==> src/hdl/ctmm_isa_pkg.sv <==
// ==================================================
// Instruction set definitions
// Opcode enums, instruction field positions,
// register file and data word sizes
// ==================================================

package ctmm_isa_pkg;

    // Datapath sizes
    localparam int DATA_W      = 64;
    localparam int NREG        = 16;
    localparam int REG_AW      = 4;
    localparam int IMM_W       = 16;
    localparam int LDI_W       = 22;
    localparam int CLIST_IDX_W = 10;

    localparam logic [31:0] NIA_STEP = 32'd4;  // Bytes per instruction

    // Instruction field positions
    localparam int CLASS_BIT    = 31;  // 0 Turing, 1 Church
    localparam int OP_HI        = 30;
    localparam int OP_LO        = 27;
    localparam int DST_HI       = 26;
    localparam int DST_LO       = 23;
    localparam int SRC1_HI      = 22;
    localparam int SRC1_LO      = 19;
    localparam int IMM_FLAG_BIT = 16;

    typedef enum logic [3:0] {
        OP_MOV = 4'd0,
        OP_ADD = 4'd1,
        OP_SUB = 4'd2,
        OP_AND = 4'd3,
        OP_ORR = 4'd4,
        OP_CMP = 4'd5,
        OP_B   = 4'd6,
        OP_LDI = 4'd7
    } turing_op_t;

    typedef enum logic [3:0] {
        OP_LOAD = 4'd0,
        OP_SAVE = 4'd1
    } church_op_t;

endpackage

==> src/hdl/ctmm_cap_pkg.sv <==
// ==================================================
// Capability model definitions
// Golden token layout, permission masks, boot
// states, fault types and boot tokens
// ==================================================

package ctmm_cap_pkg;

    typedef struct packed {
        logic [15:0] perms;
        logic [15:0] spare;
        logic [31:0] offset;  // Low 22 bits form the C-List base
    } golden_token_t;

    // Permission masks
    localparam logic [15:0] PERM_L = 16'h0001;  // Load
    localparam logic [15:0] PERM_S = 16'h0002;  // Save
    localparam logic [15:0] PERM_E = 16'h0004;  // Enter
    localparam logic [15:0] PERM_M = 16'h0008;  // Machine
    localparam logic [15:0] PERM_X = 16'h0010;  // Execute

    localparam golden_token_t GT_NULL = '0;

    typedef enum logic [2:0] {
        BOOT_IDLE      = 3'd0,
        BOOT_FAULT_RST = 3'd1,
        BOOT_LOAD_NS   = 3'd2,
        BOOT_INIT_THRD = 3'd3,
        BOOT_LOAD_NUC  = 3'd4,
        BOOT_COMPLETE  = 3'd5
    } boot_state_t;

    typedef enum logic [1:0] {
        FAULT_NONE    = 2'd0,
        FAULT_ILLEGAL = 2'd1,
        FAULT_PERM    = 2'd2
    } fault_type_t;

    // ==================================================
    // Boot tokens and their target registers
    // ==================================================
    localparam logic [3:0] CR_NS      = 4'd15;
    localparam logic [3:0] CR_THREAD  = 4'd8;
    localparam logic [3:0] CR_CLIST   = 4'd6;
    localparam logic [3:0] CR_NUCLEUS = 4'd7;

    localparam golden_token_t GT_BOOT_NS =
        '{perms: PERM_M | PERM_L, spare: 16'h0, offset: 32'd0};
    localparam golden_token_t GT_BOOT_THREAD =
        '{perms: PERM_M, spare: 16'h0, offset: 32'd3};
    localparam golden_token_t GT_BOOT_CLIST =
        '{perms: PERM_L | PERM_S | PERM_E, spare: 16'h0, offset: 32'd2};
    localparam golden_token_t GT_BOOT_NUCLEUS =
        '{perms: PERM_X, spare: 16'h0, offset: 32'd1};

endpackage

==> src/hdl/ctmm_exec_if.sv <==
// ==================================================
// Decoded operation bus from control to the
// Turing ALU and the capability unit
// ==================================================
`timescale 1ns/10ps

interface ctmm_exec_if;
    import ctmm_isa_pkg::*;
    import ctmm_cap_pkg::*;

    logic              exec;        // Legal instruction accepted this cycle
    logic              is_church;
    turing_op_t        turing_op;
    church_op_t        church_op;
    logic [REG_AW-1:0] dst;
    logic [REG_AW-1:0] src1;
    logic [REG_AW-1:0] src2;
    logic              use_imm;
    logic [IMM_W-1:0]  imm;         // Also carries the C-List index
    logic [LDI_W-1:0]  ldi_imm;
    boot_state_t       boot_state;
    logic              perm_fault;  // Back from the capability unit

    modport ctrl (
        output exec, is_church, turing_op, church_op, dst, src1, src2,
        output use_imm, imm, ldi_imm, boot_state,
        input  perm_fault
    );

    modport alu (
        input exec, is_church, turing_op, dst, src1, src2,
        input use_imm, imm, ldi_imm, boot_state
    );

    modport cap (
        input  exec, is_church, turing_op, church_op, dst, src1, src2,
        input  use_imm, imm, ldi_imm, boot_state,
        output perm_fault
    );

endinterface

==> src/hdl/ctmm_control.sv <==
// ==================================================
// Core control: boot FSM, NIA register,
// instruction decode and fault merging
// ==================================================
`timescale 1ns/10ps

module ctmm_control (
    input  logic                      clk,
    input  logic                      rst_n,
    input  logic [31:0]               imem_data,
    input  logic                      imem_valid,
    input  logic                      boot_start,
    output logic [31:0]               nia,
    output ctmm_cap_pkg::boot_state_t boot_state,
    output logic                      boot_complete,
    output ctmm_cap_pkg::fault_type_t fault,
    output logic                      fault_valid,
    ctmm_exec_if.ctrl                 ex
);
    import ctmm_isa_pkg::*;
    import ctmm_cap_pkg::*;

    logic        accept;     // Strobe taken after boot
    logic        is_church;
    logic [3:0]  opcode;
    logic        legal;
    logic        illegal;
    logic        is_branch;
    logic [31:0] br_offset;

    // ==================================================
    // Boot sequence
    // ==================================================
    always_ff @(posedge clk or negedge rst_n) begin
        if (!rst_n) begin
            boot_state <= BOOT_IDLE;
        end else begin
            case (boot_state)
                BOOT_IDLE: begin
                    if (boot_start) begin
                        boot_state <= BOOT_FAULT_RST;
                    end
                end
                BOOT_FAULT_RST: boot_state <= BOOT_LOAD_NS;
                BOOT_LOAD_NS:   boot_state <= BOOT_INIT_THRD;
                BOOT_INIT_THRD: boot_state <= BOOT_LOAD_NUC;
                BOOT_LOAD_NUC:  boot_state <= BOOT_COMPLETE;
                BOOT_COMPLETE:  boot_state <= BOOT_COMPLETE;  // Stays until reset
                default:        boot_state <= BOOT_IDLE;
            endcase
        end
    end

    assign boot_complete = (boot_state == BOOT_COMPLETE);

    // ==================================================
    // Decode
    // ==================================================
    assign accept    = imem_valid && boot_complete;
    assign is_church = imem_data[CLASS_BIT];
    assign opcode    = imem_data[OP_HI:OP_LO];
    assign legal     = is_church ? (opcode <= 4'(OP_SAVE)) : (opcode <= 4'(OP_LDI));
    assign illegal   = accept && !legal;

    assign ex.exec       = accept && legal;
    assign ex.is_church  = is_church;
    assign ex.turing_op  = turing_op_t'(opcode);
    assign ex.church_op  = church_op_t'(opcode);
    assign ex.dst        = imem_data[DST_HI:DST_LO];
    assign ex.src1       = imem_data[SRC1_HI:SRC1_LO];
    assign ex.src2       = imem_data[REG_AW-1:0];
    assign ex.use_imm    = imem_data[IMM_FLAG_BIT];
    assign ex.imm        = imem_data[IMM_W-1:0];
    assign ex.ldi_imm    = imem_data[LDI_W-1:0];
    assign ex.boot_state = boot_state;

    // Branch offset is a signed byte count
    assign is_branch = ex.exec && !is_church && (ex.turing_op == OP_B);
    assign br_offset = {{(32 - IMM_W){imem_data[IMM_W-1]}}, imem_data[IMM_W-1:0]};

    always_ff @(posedge clk or negedge rst_n) begin
        if (!rst_n) begin
            nia <= '0;
        end else if (boot_state == BOOT_FAULT_RST) begin
            nia <= '0;
        end else if (is_branch) begin
            nia <= nia + br_offset;
        end else if (accept) begin
            nia <= nia + NIA_STEP;  // Faulting instructions still step
        end
    end

    // Illegal opcode wins over a permission fault
    always_comb begin
        fault       = FAULT_NONE;
        fault_valid = 1'b0;
        if (illegal) begin
            fault       = FAULT_ILLEGAL;
            fault_valid = 1'b1;
        end else if (ex.perm_fault) begin
            fault       = FAULT_PERM;
            fault_valid = 1'b1;
        end
    end

    // Before boot completes only the clear step may move NIA
    a_no_exec_before_boot: assert property (
        @(posedge clk) disable iff (!rst_n)
        !boot_complete && boot_state != BOOT_FAULT_RST |=> $stable(nia)
    );

endmodule

==> src/hdl/ctmm_turing_alu.sv <==
// ==================================================
// Turing datapath: DR0-DR15, Z/N flags and
// the arithmetic and logic operations
// ==================================================
`timescale 1ns/10ps

module ctmm_turing_alu (
    input  logic       clk,
    input  logic       rst_n,
    output logic [1:0] flags,  // {Z, N}
    ctmm_exec_if.alu   ex
);
    import ctmm_isa_pkg::*;
    import ctmm_cap_pkg::*;

    logic [DATA_W-1:0] dr [NREG];
    logic [DATA_W-1:0] op_a;
    logic [DATA_W-1:0] op_b;
    logic [DATA_W-1:0] result;
    logic              wr_dr;
    logic              wr_flags;
    logic              turing_exec;

    assign turing_exec = ex.exec && !ex.is_church;
    assign op_a        = dr[ex.src1];
    assign op_b        = ex.use_imm ? DATA_W'(ex.imm) : dr[ex.src2];  // Zero-extended imm

    always_comb begin
        result   = '0;
        wr_dr    = 1'b0;
        wr_flags = 1'b0;
        case (ex.turing_op)
            OP_MOV: begin
                result = op_b;  // Copies the second operand
                wr_dr  = 1'b1;
            end
            OP_ADD: begin
                result   = op_a + op_b;
                wr_dr    = 1'b1;
                wr_flags = 1'b1;
            end
            OP_SUB: begin
                result   = op_a - op_b;
                wr_dr    = 1'b1;
                wr_flags = 1'b1;
            end
            OP_AND: begin
                result   = op_a & op_b;
                wr_dr    = 1'b1;
                wr_flags = 1'b1;
            end
            OP_ORR: begin
                result   = op_a | op_b;
                wr_dr    = 1'b1;
                wr_flags = 1'b1;
            end
            OP_CMP: begin
                result   = op_a - op_b;  // Flags only
                wr_flags = 1'b1;
            end
            OP_LDI: begin
                result = DATA_W'(ex.ldi_imm);
                wr_dr  = 1'b1;
            end
            default: begin
                result = '0;  // B is handled in control
            end
        endcase
    end

    // Register file, wiped during the boot clear step
    always_ff @(posedge clk) begin
        if (ex.boot_state == BOOT_FAULT_RST) begin
            for (int i = 0; i < NREG; i++) begin
                dr[i] <= '0;
            end
        end else if (turing_exec && wr_dr) begin
            dr[ex.dst] <= result;
        end
    end

    always_ff @(posedge clk or negedge rst_n) begin
        if (!rst_n) begin
            flags <= '0;
        end else if (ex.boot_state == BOOT_FAULT_RST) begin
            flags <= '0;
        end else if (turing_exec && wr_flags) begin
            flags <= {result == '0, result[DATA_W-1]};
        end
    end

endmodule

==> src/hdl/ctmm_cap_unit.sv <==
// ==================================================
// Church-side capability unit: CR0-CR15, boot
// tokens, permission check and C-List access
// ==================================================
`timescale 1ns/10ps

module ctmm_cap_unit (
    input  logic                        clk,
    input  logic                        rst_n,
    output logic [31:0]                 clist_addr,
    output logic                        clist_rd_en,
    input  ctmm_cap_pkg::golden_token_t clist_rd_data,
    output ctmm_cap_pkg::golden_token_t clist_wr_data,
    output logic                        clist_wr_en,
    ctmm_exec_if.cap                    ex
);
    import ctmm_isa_pkg::*;
    import ctmm_cap_pkg::*;

    golden_token_t cr [NREG];
    golden_token_t addr_cr;    // Capability that names the C-List
    logic [15:0]   need_perms;
    logic          is_load;
    logic          is_save;
    logic          perm_ok;

    assign is_load = ex.exec && ex.is_church && (ex.church_op == OP_LOAD);
    assign is_save = ex.exec && ex.is_church && (ex.church_op == OP_SAVE);

    // SAVE addresses through dst, LOAD through src1
    assign addr_cr    = is_save ? cr[ex.dst] : cr[ex.src1];
    assign need_perms = is_save ? PERM_S : (PERM_L | PERM_M);
    assign perm_ok    = (addr_cr.perms & need_perms) == need_perms;

    assign ex.perm_fault = (is_load || is_save) && !perm_ok;
    assign clist_rd_en   = is_load && perm_ok;
    assign clist_wr_en   = is_save && perm_ok;

    // Offset above the 10-bit index
    assign clist_addr    = {addr_cr.offset[31-CLIST_IDX_W:0], ex.imm[CLIST_IDX_W-1:0]};
    assign clist_wr_data = cr[ex.src1];

    // ==================================================
    // Register file and boot token loading
    // ==================================================
    always_ff @(posedge clk) begin
        case (ex.boot_state)
            BOOT_FAULT_RST: begin
                for (int i = 0; i < NREG; i++) begin
                    cr[i] <= GT_NULL;
                end
            end
            BOOT_LOAD_NS: begin
                cr[CR_NS] <= GT_BOOT_NS;
            end
            BOOT_INIT_THRD: begin
                cr[CR_THREAD] <= GT_BOOT_THREAD;
            end
            BOOT_LOAD_NUC: begin
                cr[CR_CLIST]   <= GT_BOOT_CLIST;
                cr[CR_NUCLEUS] <= GT_BOOT_NUCLEUS;
            end
            default: begin
                if (clist_rd_en) begin
                    cr[ex.dst] <= clist_rd_data;  // Token fetched in the same cycle
                end
            end
        endcase
    end

    // A refused access leaves the named CR as it was
    a_fault_keeps_cr: assert property (
        @(posedge clk) disable iff (!rst_n)
        ex.perm_fault |=> cr[$past(ex.dst)] == $past(cr[ex.dst])
    );

endmodule

==> src/hdl/ctmm_core.sv <==
// ==================================================
// Core top level
// Control, Turing ALU and capability unit joined
// by the decoded operation bus
// ==================================================
`timescale 1ns/10ps

module ctmm_core (
    input  logic                        clk,
    input  logic                        rst_n,

    // Instruction strobe
    input  logic [31:0]                 imem_data,
    input  logic                        imem_valid,

    // C-List memory, combinational read
    output logic [31:0]                 clist_addr,
    output logic                        clist_rd_en,
    input  ctmm_cap_pkg::golden_token_t clist_rd_data,
    output ctmm_cap_pkg::golden_token_t clist_wr_data,
    output logic                        clist_wr_en,

    // Boot
    input  logic                        boot_start,
    output ctmm_cap_pkg::boot_state_t   boot_state,
    output logic                        boot_complete,

    // Status
    output ctmm_cap_pkg::fault_type_t   fault,
    output logic                        fault_valid,
    output logic [31:0]                 nia,
    output logic [1:0]                  flags
);

    ctmm_exec_if ex ();

    ctmm_control u_control (
        .clk           (clk),
        .rst_n         (rst_n),
        .imem_data     (imem_data),
        .imem_valid    (imem_valid),
        .boot_start    (boot_start),
        .nia           (nia),
        .boot_state    (boot_state),
        .boot_complete (boot_complete),
        .fault         (fault),
        .fault_valid   (fault_valid),
        .ex            (ex.ctrl)
    );

    ctmm_turing_alu u_alu (
        .clk   (clk),
        .rst_n (rst_n),
        .flags (flags),
        .ex    (ex.alu)
    );

    ctmm_cap_unit u_cap (
        .clk           (clk),
        .rst_n         (rst_n),
        .clist_addr    (clist_addr),
        .clist_rd_en   (clist_rd_en),
        .clist_rd_data (clist_rd_data),
        .clist_wr_data (clist_wr_data),
        .clist_wr_en   (clist_wr_en),
        .ex            (ex.cap)
    );

endmodule

==> config.mk <==
export PLATFORM = sky130hd
export DESIGN_NAME = ctmm_core
export DESIGN_NICKNAME = d
export VERILOG_FILES = /design/src/hdl/ctmm_isa_pkg.sv /design/src/hdl/ctmm_cap_pkg.sv /design/src/hdl/ctmm_exec_if.sv /design/src/hdl/ctmm_control.sv /design/src/hdl/ctmm_turing_alu.sv /design/src/hdl/ctmm_cap_unit.sv /design/src/hdl/ctmm_core.sv
export SDC_FILE = /design/constraint.sdc
export NUM_CORES = 2
export LEC_CHECK = 0
export BUFFER_PORTS_ARGS = -buffer_cell sky130_fd_sc_hd__buf_2
export CAP_MARGIN = 40
export CORE_AREA = 2 2 468 470
export CTS_CLUSTER_SIZE = 30
export DETAILED_ROUTE_END_ITERATION = 12
export DIE_AREA = 0 0 470 472
export PLACE_DENSITY = 0.7
export SLEW_MARGIN = 0
export SYNTH_ARGS = -nofsm -noshare
export SYNTH_HDL_FRONTEND = slang
export SYNTH_SLANG_ARGS = --single-unit
==> constraint.sdc <==
create_clock -name clk -period 6.46 [get_ports clk]
set_input_delay 0.646 -clock clk [delete_from_list [all_inputs] [get_ports clk]]
set_output_delay 0.646 -clock clk [all_outputs]
set_load 0.01 [all_outputs]
==> flow_summary_export.csv <==
group,metric,value,unit
status,status,"finished, violations left",
status,violations,"setup timing",
yosys,yosys.area_share.adder,1.13,%
yosys,yosys-top-cells-area,"edfxtp_1, mux4_2, and2_1",
detailed_routing,drt-pass1-iter-count,8,
detailed_routing,wl_per_cell,32.9,microns
floorplan,die_x,470,microns
yosys,synth_top_cells_by_count,"edfxtp_1, nor2_1, and2_1",
yosys,synth_top_family_by_area,"multiplexers",
layout,area_growth,17.2,%
yosys,yosys_warnings,0,
critical_path,worst-path-max-fanout,4,
critical_path,cp_common_cell,"or3_4",
sta,drv_slew,0,
grt,antenna_found_initial,42,
critical_path,arrival,7.55,ns
detailed_routing,routed_wl,389,mm
clock_tree,cts.sinks,2085,
floorplan,die_h,472,microns
critical_path,end_kind,"flip-flop",
yosys,synth_cells,8091,
layout,nFillCells,16200,
yosys,synth_ff_type,"edfxtp_1",
detailed_routing,postRouteAntennaNets,0,
sta,grt_setup_unrepaired,"true",
floorplan,coreArea,217000,sq um
layout,nets,8996,
pwr,leakage,0.0497,uW
detailed_routing,drtIter0Drc,11300,
clock_tree,cts.clk_slew.worst_paths,0.07,ns
yosys,synth.most_common_cell,"edfxtp_1",
floorplan,start_util,51.8,%
critical_path,crit_slowest_cell,"mux4_2",
sta,slew_headroom,27.9,%
grt,first_global_vias,80000,
sta,timing.final.crit_share,104,%
yosys,syn_avg_cell_area,13.9,sq um
sta,setup_slack,-0.289,ns
grt,grt_pass1_wl,557,mm
yosys,synth_seq_area_share,55.7,%
layout,multi_input_comb_area,47600,sq um
clock_tree,clkLatencyLatePin,0.91,ns
sta,holdWs,0.0913,ns
floorplan,design.die.area,222000,sq um
sta,tightest_slew,1.08,ns
floorplan,pin_count,239,
layout,fin_util,60.7,%
yosys,syn-num-nets,8291,
layout,drive_above_1_share,30.8,%
sta,max_freq,148,MHz
sta,fin_crit,6.75,ns
clock_tree,cts_buffers,213,
yosys,ys_types,107,
worst_hold_path,hold_class,"in -> reg",
clock_tree,clockRootBuffer,"clkbuf_16",
yosys,synth_top_area_share,54.9,%
placement,dp_worst_setup_slack,-1.68,ns
yosys,synth_edf_count,2048,
clock_tree,ctsHtreeMaxLevel,4,
placement,hpwl,244,mm
layout,final-seq-area,62400,sq um
run,drv_cap,0,
yosys,synth-simple-area-share,13.1,%
placement,port_buffers,238,
detailed_routing,vias,80200,
sta,report.final.setup_viol,25,
sta,hold_viol,0,
sta,fin_skew,0.0810,ns
yosys,yosys.area.top_type,"edfxtp_1",
critical_path,crit_required,7.26,ns
grt,grt_max_degree,125,
pwr,ir_worst_vdd,0.257,mV
clock_tree,cts_tree,"built",
yosys,synth-async-reset-ratio,1.77,%
yosys,muxShareOfSynthArea,20.7,%
grt,track_usage,34.6,%
placement,routabilityCongestion,0.988,
grt,gr-total-overflow,0,
critical_path,slowest_delay,0.50,ns
detailed_routing,routed_via_density,6.77,
floorplan,row_count,171,
pwr,power_density,231,nW/um^2
yosys,synth.cell_area,112000,sq um
yosys,synth-xor-area-share,0.890,%
detailed_routing,drc,0,
critical_path,critical_path_class,"reg -> reg",
critical_path,critPathLaunchType,"flip-flop",
yosys,synth_compound_area_share,5.31,%
clock_tree,clock_path_buffers,3,
yosys,ys_ff_latch,2085,
[flip-flops by register name, summed over array words and instances, names as in the netlist]
signal,cells
u_alu.dr,1024
u_cap.cr,1024
u_control.nia,32
u_control.boot_state,3
u_alu.flags,2
[area by class of cell]
type | instances | area share (%)
timing repair buffer | 1218 | 8.09
sequential | 2085 | 47.5
inverter | 67 | 0.197
multi-input combinational | 5211 | 36.2
clock inverter | 122 | 0.959
clock buffer | 265 | 4.27
tap | 2854 | 2.72
antenna | 19 | 0.0362
[kinds of logic (layout without fill, tap and decap cells)]
family | count (synthesis) | count (layout)
buffers and inverters | 795 | 1672
muxes | 1166 | 1166
DFF | 2085 | 2085
AOI/OAI and AO/OA | 912 | 912
other | 0 | 19
adders and majority gates | 100 | 100
and+or+nand+nor | 2920 | 2920
xor gates and xnor gates | 113 | 113
[cell usage in the layout (no fill, tap or decap), types with 43 or more instances in the layout]
cell,n
a21o_1,47
a21oi_1,226
a22oi_1,73
and2_1,1032
and3_1,57
buf_12,125
buf_2,229
buf_4,808
clkbuf_1,46
clkbuf_16,217
clkinv_1,43
edfxtp_1,2048
ha_1,96
inv_1,62
mux2_2,56
mux2i_1,190
mux4_2,920
nand2_1,210
nand3_1,75
nand4_1,46
nor2_1,1142
nor2b_1,53
nor3_1,45
o21ai_0,181
xnor2_1,57
xor2_1,53
[worst max-delay path: cells and delay by family, from the launching register on]
kind / cells / cell delay (ns)
adders and majority gates: 1 / 0.30
buffers and inverters: 2 / 0.32
DFF: 1 / 0.41
AOI/OAI and AO/OA: 7 / 1.40
xor gates and xnor gates: 2 / 0.24
muxes: 1 / 0.50
and+or+nand+nor: 12 / 3.44
[report_power, final]
part	internal, uW	switching (uW)
clock network	6820	5510
registers	14700	37.0
logic	1340	1930
total	22800	7480
[timing repair]
action	in CTS	in global routing
endpoints found under the setup margin	258	274
hold endpoints to repair	37	0
cloned	3	2
pin swaps	33	44
buffers inserted	23	23
resized for setup	77	119
hold buffers	1	0
[metrics by stage]
stage | std cells | total power (uW) | TNS, ns | area (sq um)
floorplan | 8091 | 16800 | -221.57 | 112000
CTS | 11800 | 30200 | -5.18 | 131000
global placement | 11400 | 18000 | -446.38 | 123000
detailed placement | 11400 | 18100 | -454.61 | 123000
global route | 11800 | 31000 | -9.43 | 131000
finish | 11800 | 30300 | -0.680 | 131000
[worst paths after layout]
check | from | end | slack (ns) | cells past startpoint
worst max-delay path | u_alu.dr[15][28] | u_alu.flags[1] | -0.29 | 25
worst min-delay path | boot_start | u_control.boot_state[0] | 0.09 | 3
worst max register to register | u_alu.dr[15][28] | u_alu.flags[1] | -0.29 | 25
worst min register to register | u_control.nia[29] | u_control.nia[29] | 0.58 | 2
max in group asynchronous | rst_n | u_alu.flags[0] | 5.47 | 3
min in group asynchronous | rst_n | u_control.boot_state[2] | 0.46 | 3
[metal layers]
layer,GRT usage (%),wire [microns]
met1,45.0,138000
met2,54.2,180000
met3,9.91,50500
met4,15.8,20300
met5,0,364
Note: power is estimated with default switching activity, not from simulation.
